File: src/apb_bridge_pkg.sv
// AXI-Lite to APB bridge definitions

package apb_bridge_pkg;

    // AXI-Lite side is fixed at 32 bits
    localparam int axil_data_w = 32;
    localparam int axil_strb_w = axil_data_w / 8;

    // shared by both sides
    localparam int addr_w = 16;

    typedef enum logic [1:0] {
        resp_okay   = 2'b00,
        resp_slverr = 2'b10
    } axi_resp_e;

    typedef enum logic {
        st_idle = 1'b0,
        st_data = 1'b1
    } seq_state_e;

    // one granted AXI-Lite transfer
    typedef struct packed {
        logic                   write;
        logic [addr_w-1:0]      addr;
        logic [2:0]             prot;
        logic [axil_data_w-1:0] wdata;
        logic [axil_strb_w-1:0] wstrb;
    } apb_req_t;

    // result once every segment has finished
    typedef struct packed {
        logic                   write;
        logic [axil_data_w-1:0] rdata;
        axi_resp_e              resp;
    } apb_done_t;

endpackage

File: src/axil_req_arbiter.sv
// AXI-Lite request arbiter

`timescale 1ns/1ps

module axil_req_arbiter (
    input  logic                                clk,
    input  logic                                rst,

    input  logic [apb_bridge_pkg::addr_w-1:0]      awaddr,
    input  logic [2:0]                             awprot,
    input  logic                                   awvalid,
    output logic                                   awready,
    input  logic [apb_bridge_pkg::axil_data_w-1:0] wdata,
    input  logic [apb_bridge_pkg::axil_strb_w-1:0] wstrb,
    input  logic                                   wvalid,
    output logic                                   wready,
    input  logic [apb_bridge_pkg::addr_w-1:0]      araddr,
    input  logic [2:0]                             arprot,
    input  logic                                   arvalid,
    output logic                                   arready,

    input  logic                                b_free,
    input  logic                                r_free,
    input  logic                                seq_busy,

    output logic                                req_start,
    output apb_bridge_pkg::apb_req_t            req
);

    logic write_eligible;
    logic read_eligible;
    logic sel_write;
    logic last_read;

    // ready pulses from last cycle block a second grant of the same beat
    assign write_eligible = awvalid && wvalid && b_free && !awready && !wready;
    assign read_eligible  = arvalid && r_free && !arready;

    // alternate when both channels are waiting
    assign sel_write = write_eligible && (!read_eligible || last_read);

    assign req_start = !seq_busy && (write_eligible || read_eligible);

    always_comb begin
        req.write = sel_write;
        req.addr  = sel_write ? awaddr : araddr;
        req.prot  = sel_write ? awprot : arprot;
        req.wdata = wdata;
        // reads carry no strobes
        req.wstrb = sel_write ? wstrb : '0;
    end

    always_ff @(posedge clk) begin
        if (rst) begin
            awready   <= 1'b0;
            wready    <= 1'b0;
            arready   <= 1'b0;
            last_read <= 1'b0;
        end else begin
            awready <= req_start && sel_write;
            wready  <= req_start && sel_write;
            arready <= req_start && !sel_write;
            if (req_start) begin
                last_read <= !sel_write;
            end
        end
    end

endmodule

File: src/apb_seg_sequencer.sv
// APB segment sequencer

`timescale 1ns/1ps

module apb_seg_sequencer #(
    parameter int apb_data_w = 16
) (
    input  logic                                clk,
    input  logic                                rst,

    input  logic                                req_start,
    input  apb_bridge_pkg::apb_req_t            req,
    output logic                                seq_busy,

    output logic [apb_bridge_pkg::addr_w-1:0]   paddr,
    output logic [2:0]                          pprot,
    output logic                                psel,
    output logic                                penable,
    output logic                                pwrite,
    output logic [apb_data_w-1:0]               pwdata,
    output logic [apb_data_w/8-1:0]             pstrb,
    input  logic [apb_data_w-1:0]               prdata,
    input  logic                                pready,
    input  logic                                pslverr,

    output logic                                done,
    output apb_bridge_pkg::apb_done_t           done_info
);

    import apb_bridge_pkg::*;

    localparam int apb_strb_w = apb_data_w / 8;
    localparam int seg_count  = axil_strb_w / apb_strb_w;
    localparam int seg_w      = (seg_count > 1) ? $clog2(seg_count) : 1;
    localparam int lane_bits  = $clog2(apb_strb_w);
    localparam logic [addr_w-1:0] addr_mask = ~addr_w'(apb_strb_w - 1);

    seq_state_e state;

    logic [seg_w-1:0]       seg_idx;
    logic [seg_w-1:0]       start_seg;
    logic                   last_seg;
    logic                   access_done;
    logic [axil_data_w-1:0] wdata_buf;
    logic [axil_strb_w-1:0] wstrb_buf;
    logic [axil_data_w-1:0] rdata_buf;
    logic                   err;

    // first segment follows the address lane bits
    assign start_seg = (seg_count > 1) ? req.addr[lane_bits +: seg_w] : '0;
    assign last_seg  = (seg_idx == seg_w'(seg_count - 1));

    assign access_done = psel && penable && pready;

    // busy until the completion has been handed over
    assign seq_busy = (state == st_data) || done;

    assign pwdata = wdata_buf[seg_idx*apb_data_w +: apb_data_w];
    assign pstrb  = wstrb_buf[seg_idx*apb_strb_w +: apb_strb_w];

    always_comb begin
        done_info.write = pwrite;
        done_info.rdata = rdata_buf;
        done_info.resp  = err ? resp_slverr : resp_okay;
    end

    always_ff @(posedge clk) begin
        if (rst) begin
            state   <= st_idle;
            psel    <= 1'b0;
            penable <= 1'b0;
            done    <= 1'b0;
        end else begin
            done <= 1'b0;
            case (state)
                st_idle: begin
                    if (req_start) begin
                        psel  <= 1'b1;
                        state <= st_data;
                    end
                end
                st_data: begin
                    if (!penable) begin
                        // setup phase over
                        penable <= 1'b1;
                    end else if (pready) begin
                        penable <= 1'b0;
                        if (last_seg) begin
                            psel  <= 1'b0;
                            done  <= 1'b1;
                            state <= st_idle;
                        end
                    end
                end
                default: begin
                    state <= st_idle;
                end
            endcase
        end
    end

    // transfer payload, loaded at the grant
    always_ff @(posedge clk) begin
        if (state == st_idle && req_start) begin
            pwrite    <= req.write;
            paddr     <= req.addr;
            pprot     <= req.prot;
            wdata_buf <= req.wdata;
            wstrb_buf <= req.wstrb;
            seg_idx   <= start_seg;
            rdata_buf <= '0;
            err       <= 1'b0;
        end else if (access_done) begin
            rdata_buf[seg_idx*apb_data_w +: apb_data_w] <= prdata;
            seg_idx <= seg_idx + 1'b1;
            paddr   <= (paddr & addr_mask) + addr_w'(apb_strb_w);
            // sticky over all segments
            if (pslverr) begin
                err <= 1'b1;
            end
        end
    end

endmodule

File: src/axil_resp_regs.sv
// AXI-Lite response registers

`timescale 1ns/1ps

module axil_resp_regs (
    input  logic                                   clk,
    input  logic                                   rst,

    input  logic                                   done,
    input  apb_bridge_pkg::apb_done_t              done_info,

    output logic                                   bvalid,
    input  logic                                   bready,
    output apb_bridge_pkg::axi_resp_e              bresp,

    output logic                                   rvalid,
    input  logic                                   rready,
    output apb_bridge_pkg::axi_resp_e              rresp,
    output logic [apb_bridge_pkg::axil_data_w-1:0] rdata,

    output logic                                   b_free,
    output logic                                   r_free
);

    // a channel draining this cycle counts as free
    assign b_free = !bvalid || bready;
    assign r_free = !rvalid || rready;

    always_ff @(posedge clk) begin
        if (rst) begin
            bvalid <= 1'b0;
            rvalid <= 1'b0;
        end else begin
            if (bready) begin
                bvalid <= 1'b0;
            end
            if (rready) begin
                rvalid <= 1'b0;
            end
            if (done && done_info.write) begin
                bvalid <= 1'b1;
            end
            if (done && !done_info.write) begin
                rvalid <= 1'b1;
            end
        end
    end

    // held until the manager takes them
    always_ff @(posedge clk) begin
        if (done && done_info.write) begin
            bresp <= done_info.resp;
        end
        if (done && !done_info.write) begin
            rresp <= done_info.resp;
            rdata <= done_info.rdata;
        end
    end

endmodule

File: src/axil_apb_bridge.sv
// AXI-Lite to APB bridge top

`timescale 1ns/1ps

module axil_apb_bridge #(
    parameter int apb_data_w = 16
) (
    input  logic                                   clk,
    input  logic                                   rst,

    // AXI-Lite slave
    input  logic [apb_bridge_pkg::addr_w-1:0]      awaddr,
    input  logic [2:0]                             awprot,
    input  logic                                   awvalid,
    output logic                                   awready,
    input  logic [apb_bridge_pkg::axil_data_w-1:0] wdata,
    input  logic [apb_bridge_pkg::axil_strb_w-1:0] wstrb,
    input  logic                                   wvalid,
    output logic                                   wready,
    output apb_bridge_pkg::axi_resp_e              bresp,
    output logic                                   bvalid,
    input  logic                                   bready,
    input  logic [apb_bridge_pkg::addr_w-1:0]      araddr,
    input  logic [2:0]                             arprot,
    input  logic                                   arvalid,
    output logic                                   arready,
    output logic [apb_bridge_pkg::axil_data_w-1:0] rdata,
    output apb_bridge_pkg::axi_resp_e              rresp,
    output logic                                   rvalid,
    input  logic                                   rready,

    // APB master
    output logic [apb_bridge_pkg::addr_w-1:0]      paddr,
    output logic [2:0]                             pprot,
    output logic                                   psel,
    output logic                                   penable,
    output logic                                   pwrite,
    output logic [apb_data_w-1:0]                  pwdata,
    output logic [apb_data_w/8-1:0]                pstrb,
    input  logic [apb_data_w-1:0]                  prdata,
    input  logic                                   pready,
    input  logic                                   pslverr
);

    import apb_bridge_pkg::*;

    logic      req_start;
    apb_req_t  req;
    logic      seq_busy;
    logic      done;
    apb_done_t done_info;
    logic      b_free;
    logic      r_free;

    axil_req_arbiter i_axil_req_arbiter (
        .clk      (clk),
        .rst      (rst),
        .awaddr   (awaddr),
        .awprot   (awprot),
        .awvalid  (awvalid),
        .awready  (awready),
        .wdata    (wdata),
        .wstrb    (wstrb),
        .wvalid   (wvalid),
        .wready   (wready),
        .araddr   (araddr),
        .arprot   (arprot),
        .arvalid  (arvalid),
        .arready  (arready),
        .b_free   (b_free),
        .r_free   (r_free),
        .seq_busy (seq_busy),
        .req_start(req_start),
        .req      (req)
    );

    apb_seg_sequencer #(
        .apb_data_w(apb_data_w)
    ) i_apb_seg_sequencer (
        .clk      (clk),
        .rst      (rst),
        .req_start(req_start),
        .req      (req),
        .seq_busy (seq_busy),
        .paddr    (paddr),
        .pprot    (pprot),
        .psel     (psel),
        .penable  (penable),
        .pwrite   (pwrite),
        .pwdata   (pwdata),
        .pstrb    (pstrb),
        .prdata   (prdata),
        .pready   (pready),
        .pslverr  (pslverr),
        .done     (done),
        .done_info(done_info)
    );

    axil_resp_regs i_axil_resp_regs (
        .clk      (clk),
        .rst      (rst),
        .done     (done),
        .done_info(done_info),
        .bvalid   (bvalid),
        .bready   (bready),
        .bresp    (bresp),
        .rvalid   (rvalid),
        .rready   (rready),
        .rresp    (rresp),
        .rdata    (rdata),
        .b_free   (b_free),
        .r_free   (r_free)
    );

endmodule

File: config.mk
export PLATFORM = sky130hd
export DESIGN_NAME = axil_apb_bridge
export DESIGN_NICKNAME = d
export VERILOG_FILES = /design/src/apb_bridge_pkg.sv /design/src/axil_req_arbiter.sv /design/src/apb_seg_sequencer.sv /design/src/axil_resp_regs.sv /design/src/axil_apb_bridge.sv
export SDC_FILE = /design/constraint.sdc
export NUM_CORES = 1
export LEC_CHECK = 0
export BUFFER_PORTS_ARGS = -buffer_cell sky130_fd_sc_hd__buf_4
export CAP_MARGIN = 25
export CORE_UTILIZATION = 50
export DETAILED_ROUTE_END_ITERATION = 8
export PLACE_DENSITY = 0.8
export SETUP_SLACK_MARGIN = 0.02
export SYNTH_ARGS = -nofsm -noshare
export SYNTH_HDL_FRONTEND = slang
export SYNTH_SLANG_ARGS = --single-unit
File: constraint.sdc
create_clock -name clk -period 3.5 [get_ports clk]
set_input_delay 0.175 -clock clk [delete_from_list [all_inputs] [get_ports clk]]
set_output_delay 0.175 -clock clk [all_outputs]
set_load 0.005 [all_outputs]
Yosys cells after proc, flatten, opt, wreduce, memory -nomap -nowiden
Cells that the tools add are included.

operators by class
  reduce and logical (&&, ||, !) cells = 34
  bitwise logic cells = 3
  shift operators = 4
  eq/ne operators = 4
  add/subtract/negate cells = 3
  muxes and demuxes = 25

operators with widths
  cell                                                     number
  2-to-1 mux 16 bit                                        3
  negation 5 -> 34 bit                                     1
  variable shift 16 x 34 -> 32 bit (first input constant)  1
  variable part select 16 x 34 -> 32 bit                   1
  bitwise mux 32 bit                                       1
  variable part select 32 x 6 -> 16 bit                    1
  2-to-1 mux 1 bit                                         17
  adder 16 x 2 -> 16 bit (second input constant)           1
  logical AND 1 bit                                        15
  zero test 1 bit                                          8
  nonzero test 2 bit                                       3
  logical OR 1 bit                                         5
  != test 2 x 1 -> 1 bit (second input constant)           2
  != test 2 bit (second input constant)                    2
  one-hot mux 1 bit (2 select lines)                       2
  AND reduction 4 bit                                      1
  OR reduction 4 bit                                       1
  variable part select 4 x 3 -> 2 bit                      1
  2-to-1 mux 3 bit                                         1
  NOT 1 bit                                                3
  2-to-1 mux 2 bit                                         1
  AND reduction 2 bit                                      1
  adder 1 bit (second input constant)                      1

storage, ports and cells
  input bits = 99
  register bits = 135
  word-level logic and storage cells = 93
  output and inout port bits = 81

Longest topological paths before layout
Gate-level depths: netlist (run 1).

  depth in word-level cells = 9
  gate-level depth with buffers = 7

By module
From an unflattened synthesis (run 1), not the netlist that was laid out.

unflattened totals
  cells, all modules = 433
  area total of the unflattened synthesis = 5622.9 um^2

modules (own cells, without submodules)
  module             area an instance (um^2)  cells each  sequential area each (um^2)  times used
  apb_seg_sequencer  3717.3                   314         2452.4                       1
  axil_resp_regs     1172.4                   46          1121.1                       1
  axil_req_arbiter   733.2                    73          60.1                         1

Least setup slack after synthesis (run 1)
OpenSTA, ideal clock, no wires.

  path type = register -> register
  start point = reg i_axil_req_arbiter.awready
  end point = reg i_apb_seg_sequencer.pprot[0] (enable)
  arrival = 2.300 ns
  slack = 0.779 ns
  cell stages (with the launch flop) = 6
  path buffers = 1
  path through = dfxtp_1 > nand3b_1 > o22ai_1 > nand2_1 > inv_1 > clkbuf_1

on the way
  longest elaborated chain between the ends = 6

ends and longest elaborated chain
  what                    RTL line                  RTL
  from (decl)             axil_req_arbiter.sv:12    output logic awready,
  from (signal assigned)  axil_req_arbiter.sv:60    awready <= req_start && sel_write;
  zero test 1 bit *       axil_req_arbiter.sv:36    assign write_eligible = awvalid && wvalid && b_free && !awready && !wready;
  logical AND 1 bit       axil_req_arbiter.sv:36
  logical AND 1 bit *     axil_req_arbiter.sv:36
  logical OR 1 bit *      axil_req_arbiter.sv:42    assign req_start = !seq_busy && (write_eligible || read_eligible);
  logical AND 1 bit *     axil_req_arbiter.sv:42
  logical AND 1 bit *     apb_seg_sequencer.sv:104  if (state == st_idle && req_start) begin
  to (signal assigned)    apb_seg_sequencer.sv:107  pprot <= req.prot;
  to (decl)               apb_seg_sequencer.sv:16   output logic [2:0] pprot,

Every way passes the cells marked *; elsewhere a longest branch is shown, timed or not.
A chain may end at the register's enable or synchronous reset.

Final worst setup path (run 1)
  start point = reg i_axil_req_arbiter.awready
  end point = reg i_apb_seg_sequencer.paddr[6] (netlist name), data pin

on the way
  longest elaborated chain between the ends = 7
  elaborated cells between the ends (all ways) = 9
  classes of those cells = 2 x mux; 7 x reduce/logical

ends and longest elaborated chain
  what                  RTL line                  RTL
  zero test 1 bit *     axil_req_arbiter.sv:36
  logical AND 1 bit     axil_req_arbiter.sv:36
  logical AND 1 bit *   axil_req_arbiter.sv:36
  logical OR 1 bit      axil_req_arbiter.sv:42
  logical AND 1 bit     axil_req_arbiter.sv:42
  logical AND 1 bit     apb_seg_sequencer.sv:104
  2-to-1 mux 16 bit *   apb_seg_sequencer.sv:104
  to (signal assigned)  apb_seg_sequencer.sv:106  paddr <= req.addr;
  to (signal assigned)  apb_seg_sequencer.sv:116  paddr <= (paddr & addr_mask) + addr_w'(apb_strb_w);
  to (decl)             apb_seg_sequencer.sv:15   output logic [apb_bridge_pkg::addr_w-1:0] paddr,

Marks and branches as above.

==> metrics.csv, run 1 <==
stage,metric,value,unit
routing,wl_per_cell,16.91,µm
synth,synth_edf_count,91,
pwr,total_power,4.075,mW
final_layout,mostFrequentLayoutCell,buf_4,
sta,grt_setup_unrepaired,false,
critical_path,reg2reg_to,i_apb_seg_sequencer.paddr[6],
synth,synth_area,0.005124,mm²
sta,timing.final.ws_setup,0.9569,ns
clock_network,cts_tree,built,
critical_path,cp.required,3.76,ns
run,cap_violations,0,
sta,setup_viol,0,
critical_path,cp.arrival,2.80,ns
pwr,powerDensity,514.4,mW/mm²
pwr,swShare,0.2399,
routing,firstDrtPassIters,5,
critical_path,cp_slowest_cell,dlygate4sd3_1,
synth,yosysWarnings,0,
routing,met1Wirelength,5105,µm
floorplan,pin_count,180,
floorplan,start_util,0.5194,
routing,vias_per_cell,5.246,
synth,syn_avg_cell_area,12.94,µm²
grt,overflow,0,
routing,met3WireLength,982,µm
sta,hold_violations,0,
synth,netlist_instances,396,
final_layout,final_cell_mix,"buf_4 (180), edfxtp_1 (91), dlygate4sd3_1 (83), nand2_1 (74), dfxtp_1 (42)",
clock_network,cts.path.max_buffers,2,
clock_network,cts_setup_buffers,0,
critical_path,worstPathMaxFanout,10,
routing,drtIter0Drc,182,
routing,routed_wl,13600,µm
floorplan,core.rowCount,36,
critical_path,regToRegSetupSlack,0.96,ns
critical_path,cp-end-kind,flip-flop,
clock_network,htreeDepth,4,
placed_design,dp_slack,1.042,ns
floorplan,die_x,103.2,µm
clock_network,cts_root_buf,clkbuf_8,
critical_path,worstPathBufferInverterCount,1,
synth,synthArstFlopShare,0,
routing,vias,4218,
status,status,"complete, no violations",
placed_design,portBuffers,177,
critical_path,critPathCapture,i_apb_seg_sequencer.paddr[6],
synth,ys_seq_area_frac,0.6974,
sta,slew_headroom,0.3752,
critical_path,cp_top_family,simple AND/OR/NAND/NOR gates,
grt,grt_pass1_wl,20530,µm
sta,setup_tns,0,ns
grt,grtUsageTotal,0.2664,
final_layout,nFillCells,560,
critical_path,critPathLaunchType,flip-flop,
pwr,clockPowerShare,0.386,
routing,ant_nets,0,
critical_path,cpPeakStageDelay,0.56,ns
final_layout,nets,757,
final_layout,areaGrowthSynthToFinish,54.63,%
routing,drc,0,
sta,tightestPinTransition,0.9352,ns
floorplan,die_y,103.2,µm
pwr,p_sw,0.9779,mW
pwr,leakage,3.090,nW
clock_network,cts.sinks,133,
placed_design,dp_hpwl,8202,µm
sta,finalClockSkew,0.005639,ns
critical_path,worst-path-stages,5,
routing,top_layer,met4,
synth,ys_seq_elements,133,
pwr,p_comb_frac,0.154,
grt,grt_max_degree,35,
clock_network,clkLatencyLatePin,0.51,ns
pwr,p_int,3.098,mW
sta,period_share,0.7266,
min_path,hold_class,in -> reg,
critical_path,r2r_start,i_axil_req_arbiter.awready,
final_layout,layout-drive-gt1-share,0.3537,
clock_network,cts_hold_buf,83,
critical_path,worstSetupStartpoint,i_axil_req_arbiter.awready,
synth,synthFlopType,edfxtp_1,
clock_network,numCtsBuffers,17,
critical_path,reg2reg_depth,5,
sta,min_period,2.543,ns
sta,fmax,393.2,MHz
sta,drv_slew,0,
floorplan,design.core.area,0.009864,mm²
pwr,ir_worst_vdd,0.0003520,V
synth,synth_cell_types,40,
critical_path,path_cells,"nand3b_1, or3b_1, and2_1, a221o_1, dlygate4sd3_1",
grt,grt_pass1_vias,4259,
clock_network,post_cts_resized,0,
critical_path,worst-setup-path-type,reg -> reg,
routing,wl_met2,7286,µm
clock_network,path_clk_slew,0.06,ns
placed_design,gp_congestion,0.8319,
pwr,p_seq_frac,0.460,
grt,antenna_found_initial,1,
floorplan,die_area,0.01066,mm²
-- cells in the mapped netlist (2+ instances only) --
cell,number,share of area
a21oi_1,38,0.037
a221o_1,12,0.023
a22oi_1,2,0.0029
and2_1,4,0.0049
and3_1,12,0.015
buf_1,3,0.0022
buf_2,2,0.0020
buf_4,3,0.0044
buf_6,3,0.0066
clkbuf_1,13,0.0095
dfxtp_1,42,0.16
edfxtp_1,91,0.53
inv_1,6,0.0044
mux2_1,3,0.0066
mux2_2,18,0.040
nand2_1,74,0.054
nand3_1,9,0.0088
nand4_1,4,0.0049
nor2_1,13,0.0095
nor2b_1,2,0.0024
nor3_1,4,0.0039
nor4_1,4,0.0049
o21ai_0,3,0.0029
o221ai_1,4,0.0068
or3_1,3,0.0037
xnor2_1,5,0.0085
xor2_1,6,0.010
-- cell type report --
type | count | area, µm² | area share
repair buffers | 265 | 2213 | 0.2794
clock buffers | 18 | 417.9 | 0.05275
diodes | 1 | 2.502 | 0.0003159
flip-flops and latches | 133 | 3573 | 0.4510
well taps | 133 | 166.4 | 0.02100
clock inverters | 14 | 113.9 | 0.01437
inverters | 6 | 22.52 | 0.002843
multi-input cells | 234 | 1413 | 0.1783
-- worst min path at each step --
stage | start | to | slack (ns) | depth (start not counted)
after floorplan | wdata[0] | i_apb_seg_sequencer.wdata_buf[0] | 0.27 | 0
after global placement | wdata[22] | i_apb_seg_sequencer.wdata_buf[22] | 0.35 | 1
after detailed placement | wdata[0] | i_apb_seg_sequencer.wdata_buf[0] | 0.35 | 1
after CTS | araddr[1] | i_apb_seg_sequencer.last_seg | 0.004 | 3
after global routing | awaddr[9] | i_apb_seg_sequencer.paddr[9] | 0.02 | 3
final | awaddr[9] | i_apb_seg_sequencer.paddr[9] | 0.04 | 3
-- routing by layer --
layer / global-route usage / up-vias
met1: 0.2930 / 2016
met2: 0.4862 / 212
met5: 0 / -
met4: 0.1148 / 0
li1: - / 1969
met3: 0.06989 / 21
-- kinds of logic (layout without fill, tap and decap cells) --
group	after synthesis	after routing	share of synthesized area
AOI/OAI and AO/OA	62	62	0.07790
xor gates and xnor gates	11	11	0.01880
adders and majority gates	1	1	0.002442
buffers and inverters	30	303	0.02906
DFF	133	133	0.6974
muxes	21	21	0.04615
other	1	3	0.0007319
and+or+nand+nor	137	137	0.1275
-- metrics by stage --
| stage | utilization | instances | hold WS (ns) | area, µm² |
|---|---|---|---|---|
| after floorplan | - | 397 | 0.2739 | 5127 |
| after global placement | 0.6636 | 687 | 0.3530 | 6546 |
| after detailed placement | 0.6636 | 687 | 0.3544 | 6546 |
| after CTS | 0.8018 | 802 | 0.003719 | 7909 |
| after global routing | 0.8031 | 804 | 0.02258 | 7923 |
| final | 0.8031 | 804 | 0.04232 | 7923 |
-- power groups by stage --
stage | Sequential, mW | Combinational [mW] | Clock (mW)
after floorplan | 1.89 | 0.249 | 0
after global placement | 1.90 | 0.507 | 0
after detailed placement | 1.90 | 0.517 | 0
after CTS | 1.87 | 0.612 | 1.58
after global routing | 1.89 | 0.674 | 1.67
final | 1.88 | 0.627 | 1.57
-- worst register-to-register path, cell delays in order (launching register included) --
cell and delay, ns:
dfxtp_1 0.32, nand3b_1 0.20, or3b_1 0.54, and2_1 0.29, a221o_1 0.38, dlygate4sd3_1 0.56
-- sequential cells by signal (all words and copies together), names as in the netlist, 3 cells and up --
signal	cells
i_apb_seg_sequencer.rdata_buf	32
i_apb_seg_sequencer.wstrb_buf	4
i_apb_seg_sequencer.pprot	3
i_axil_resp_regs.rdata	32
i_apb_seg_sequencer.paddr	16
i_apb_seg_sequencer.wdata_buf	32
(Power assumes the default switching activity.)
==> inputs of run 2 (changes only) <==
--- a/config.mk
+++ b/config.mk
@@ -5,11 +5,12 @@
 export SDC_FILE = /design/constraint.sdc
 export NUM_CORES = 1
 export LEC_CHECK = 0
+export ABC_AREA = 1
 export BUFFER_PORTS_ARGS = -buffer_cell sky130_fd_sc_hd__buf_4
 export CAP_MARGIN = 25
-export CORE_UTILIZATION = 50
+export CORE_UTILIZATION = 46
 export DETAILED_ROUTE_END_ITERATION = 8
-export PLACE_DENSITY = 0.8
+export PLACE_DENSITY = 0.76
 export SETUP_SLACK_MARGIN = 0.02
 export SYNTH_ARGS = -nofsm -noshare
 export SYNTH_HDL_FRONTEND = slang
==> constraint.sdc (replaced) <==
create_clock -name clk -period 2.05 [get_ports clk]
set_input_delay 0.1025 -clock clk [delete_from_list [all_inputs] [get_ports clk]]
set_output_delay 0.1025 -clock clk [all_outputs]
set_load 0.005 [all_outputs]
==> metrics.csv, run 2 <==
stage,metric,value,unit,change
floorplan,die_area,0.01279,mm²,was 0.01066 mm²
critical_path,path_cells,"inv_1, nand2_2, nor2_8, nand2_4, nand2_1, nand2_1, nand2_1, nand2_1",,"was nand3b_1, or3b_1, and2_1, a221o_1, dlygate4sd3_1"
synth,syn_avg_cell_area,9.675,µm²,was 12.94 µm²
pwr,ir_worst_vdd,0.0007182,V,was 0.0003520 V
sta,hold_violations,0,,unchanged
floorplan,design.core.area,0.01201,mm²,was 0.009864 mm²
final_layout,layout-drive-gt1-share,0.2940,,was 0.3537
final_layout,nets,910,,was 757
synth,yosys-top-cells-count,"nand2_1 (226), edfxtp_1 (91), inv_1 (76), dfxtp_1 (42), nand3_1 (29)",,"was edfxtp_1 (91), nand2_1 (74), dfxtp_1 (42), a21oi_1 (38), mux2_2 (18)"
floorplan,die_y,113.1,µm,was 103.2 µm
routing,vias_per_cell,4.823,,was 5.246
clock_network,cts.path.max_buffers,2,,unchanged
clock_network,cts_setup_buffers,0,,unchanged
grt,grtUsageTotal,0.2288,,was 0.2664
critical_path,cpPeakStageDelay,0.34,ns,was 0.56 ns
synth,synth_most_common_cell,nand2_1,,was edfxtp_1
sta,slew_headroom,0.5755,,was 0.3752
critical_path,cp-end-kind,flip-flop,,unchanged
critical_path,cp.required,2.22,ns,was 3.76 ns
placed_design,portBuffers,177,,unchanged
floorplan,start_util,0.4728,,was 0.5194
critical_path,cp.arrival,1.80,ns,was 2.80 ns
synth,synthFlopType,edfxtp_1,,unchanged
grt,overflow,0,,unchanged
clock_network,cts_hold_buf,45,,was 83
final_layout,mostFrequentLayoutCell,nand2_1,,was buf_4
clock_network,cts_root_buf,clkbuf_16,,was clkbuf_8
pwr,leakage,3.821,nW,was 3.090 nW
grt,grt_pass1_vias,4785,,was 4259
critical_path,worstPathMaxFanout,24,,was 10
synth,synth_edf_count,91,,unchanged
routing,wl_per_cell,14.34,µm,was 16.91 µm
critical_path,regToRegSetupSlack,0.41,ns,was 0.96 ns
clock_network,numCtsBuffers,17,,unchanged
synth,netlist_instances,587,,was 396
synth,yosysWarnings,0,,unchanged
pwr,powerDensity,908.7,mW/mm²,was 514.4 mW/mm²
placed_design,dp_hpwl,8884,µm,was 8202 µm
critical_path,cp_slowest_cell,dfxtp_1,,was dlygate4sd3_1
clock_network,htreeDepth,4,,unchanged
sta,finalClockSkew,0.007508,ns,was 0.005639 ns
clock_network,post_cts_resized,0,,unchanged
routing,vias,4678,,was 4218
synth,ys_seq_area_frac,0.6292,,was 0.6974
sta,setup_viol,0,,unchanged
sta,drv_slew,0,,unchanged
clock_network,cts_tree,built,,unchanged
synth,synth_area,0.005679,mm²,was 0.005124 mm²
floorplan,pin_count,180,,unchanged
clock_network,cts.sinks,133,,unchanged
critical_path,critPathLaunchType,flip-flop,,unchanged
sta,grt_setup_unrepaired,false,,unchanged
grt,antenna_found_initial,0,,was 1
critical_path,crit_top_cell,nand2_1,,
routing,firstDrtPassIters,7,,was 5
sta,min_period,1.638,ns,was 2.543 ns
final_layout,reg_top3,"i_apb_seg_sequencer.rdata_buf: 32 flops, i_apb_seg_sequencer.wdata_buf: 32 flops, i_axil_resp_regs.rdata: 32 flops",,unchanged
clock_network,path_clk_slew,0.05,ns,was 0.06 ns
final_layout,areaGrowthSynthToFinish,42.04,%,was 54.63%
synth,synth.area.top_cells,"edfxtp_1 (48%), nand2_1 (15%), dfxtp_1 (15%), inv_1 (5.0%), nand3_1 (2.6%)",,"was edfxtp_1 (53%), dfxtp_1 (16%), nand2_1 (5.4%), mux2_2 (4.0%), a21oi_1 (3.7%)"
routing,drc,0,,unchanged
status,status,"complete, no violations",,unchanged
synth,ys_seq_elements,133,,unchanged
synth,netlist.top_cell.by_area,edfxtp_1,,unchanged
synth,synth_cell_types,32,,was 40
placed_design,placedInstanceArea,0.007018,mm²,was 0.006546 mm²
synth,synthArstFlopShare,0,,unchanged
floorplan,core.rowCount,40,,was 36
routing,drtIter0Drc,326,,was 182
placed_design,gp_congestion,0.8810,,was 0.8319
synth,synth_top_area_frac,0.4812,,was 0.5333
floorplan,die_x,113.1,µm,was 103.2 µm
routing,routed_wl,13910,µm,was 13600 µm
run,cap_violations,0,,unchanged
sta,setup_tns,0,ns,unchanged
grt,grt_pass1_wl,22320,µm,was 20530 µm
sta,fmax,610.6,MHz,was 393.2 MHz
sta,tightestPinTransition,0.6345,ns,was 0.9352 ns
grt,grt_max_degree,58,,was 35
sta,period_share,0.7989,,was 0.7266
routing,ant_nets,0,,unchanged
clock_network,clkLatencyLatePin,0.41,ns,was 0.51 ns
final_layout,final_cell_mix,"nand2_1 (226), buf_4 (182), edfxtp_1 (91), inv_1 (76), dlygate4sd3_1 (45)",,"was buf_4 (180), edfxtp_1 (91), dlygate4sd3_1 (83), nand2_1 (74), dfxtp_1 (42)"
final_layout,antenna_cells,0,,was 1
min_path,hold_class,in -> reg,,unchanged
final_layout,fin_area,0.008066,mm²,was 0.007923 mm²
critical_path,worst-setup-path-type,reg -> reg,,unchanged
[run 2: changes by cell type after synthesis, moves of 11 or more]
cell	previous run	this run
and3_1	12	0
a221o_1	12	0
a21oi_1	38	8
nand2_1	74	226
o21ai_1	0	26
nand3_1	9	29
inv_1	6	76
nand2_2	0	11
mux2_2	18	0
[run 2: final cells by class]
cell class	count	area (µm²)
Timing Repair Buffer	227	1817
Inverter	78	305.3
Multi-Input combinational cell	353	1589
Clock buffer	19	442.9
Clock inverter	13	155.1
Tap cell	147	183.9
Fill cell	898	3945
Sequential cell	133	3573
[run 2: metal layers]
layer	up-vias	GRT usage	wire length [µm]
met2	180	0.4074	7251
met5	-	0	0
met4	0	0.09737	294
met1	2163	0.2572	5535
li1	2309	-	-
met3	26	0.06374	823
[run 2: worst paths after layout]
check,to,from,cells past startpoint
max,i_apb_seg_sequencer.paddr[1],i_axil_req_arbiter.awready,8
min reg2reg,i_axil_resp_regs.rdata[31],i_apb_seg_sequencer.rdata_buf[31],0
max reg2reg,i_apb_seg_sequencer.paddr[1],i_axil_req_arbiter.awready,8
min,i_apb_seg_sequencer.wstrb_buf[0],wstrb[0],3
[run 2: cells by family after synthesis]
family | share of synthesized area
AND/OR/NAND/NOR | 0.2265
flip-flops | 0.6292
buffers and inverters | 0.09297
AO/OA/AOI/OAI | 0.04384
XOR/XNOR | 0.004627
adder cells (fa/ha/maj) | 0.002203
other | 0.0006603
[run 2: power breakdown]
| part | internal (mW) | switching (mW) |
|---|---|---|
| registers | 3.09 | 0.120 |
| logic | 0.511 | 0.568 |
| clock network | 1.94 | 1.10 |
[run 2: metrics by stage]
| stage | instances | utilization | hold WS [ns] | power [mW] | worst slack, ns |
|---|---|---|---|---|---|
| 2_1_floorplan | 588 | - | 0.2014 | 3.767 | 0.2274 |
| 3_3_place_gp | 893 | 0.5843 | 0.2807 | 4.232 | 0.5039 |
| 3_5_place_dp | 893 | 0.5843 | 0.2818 | 4.260 | 0.4686 |
| 4_1_cts | 970 | 0.6716 | 0.005372 | 7.353 | 0.4197 |
| 5_1_grt | 970 | 0.6716 | 0.04259 | 7.618 | 0.2806 |
| 6_report | 970 | 0.6716 | 0.03135 | 7.330 | 0.4123 |
[run 2: critical path: cells and delay by family (launching register included)]
kind,cells,cell delay [ns]
simple gates,7,0.95
flops,1,0.34
buf+inv,1,0.12
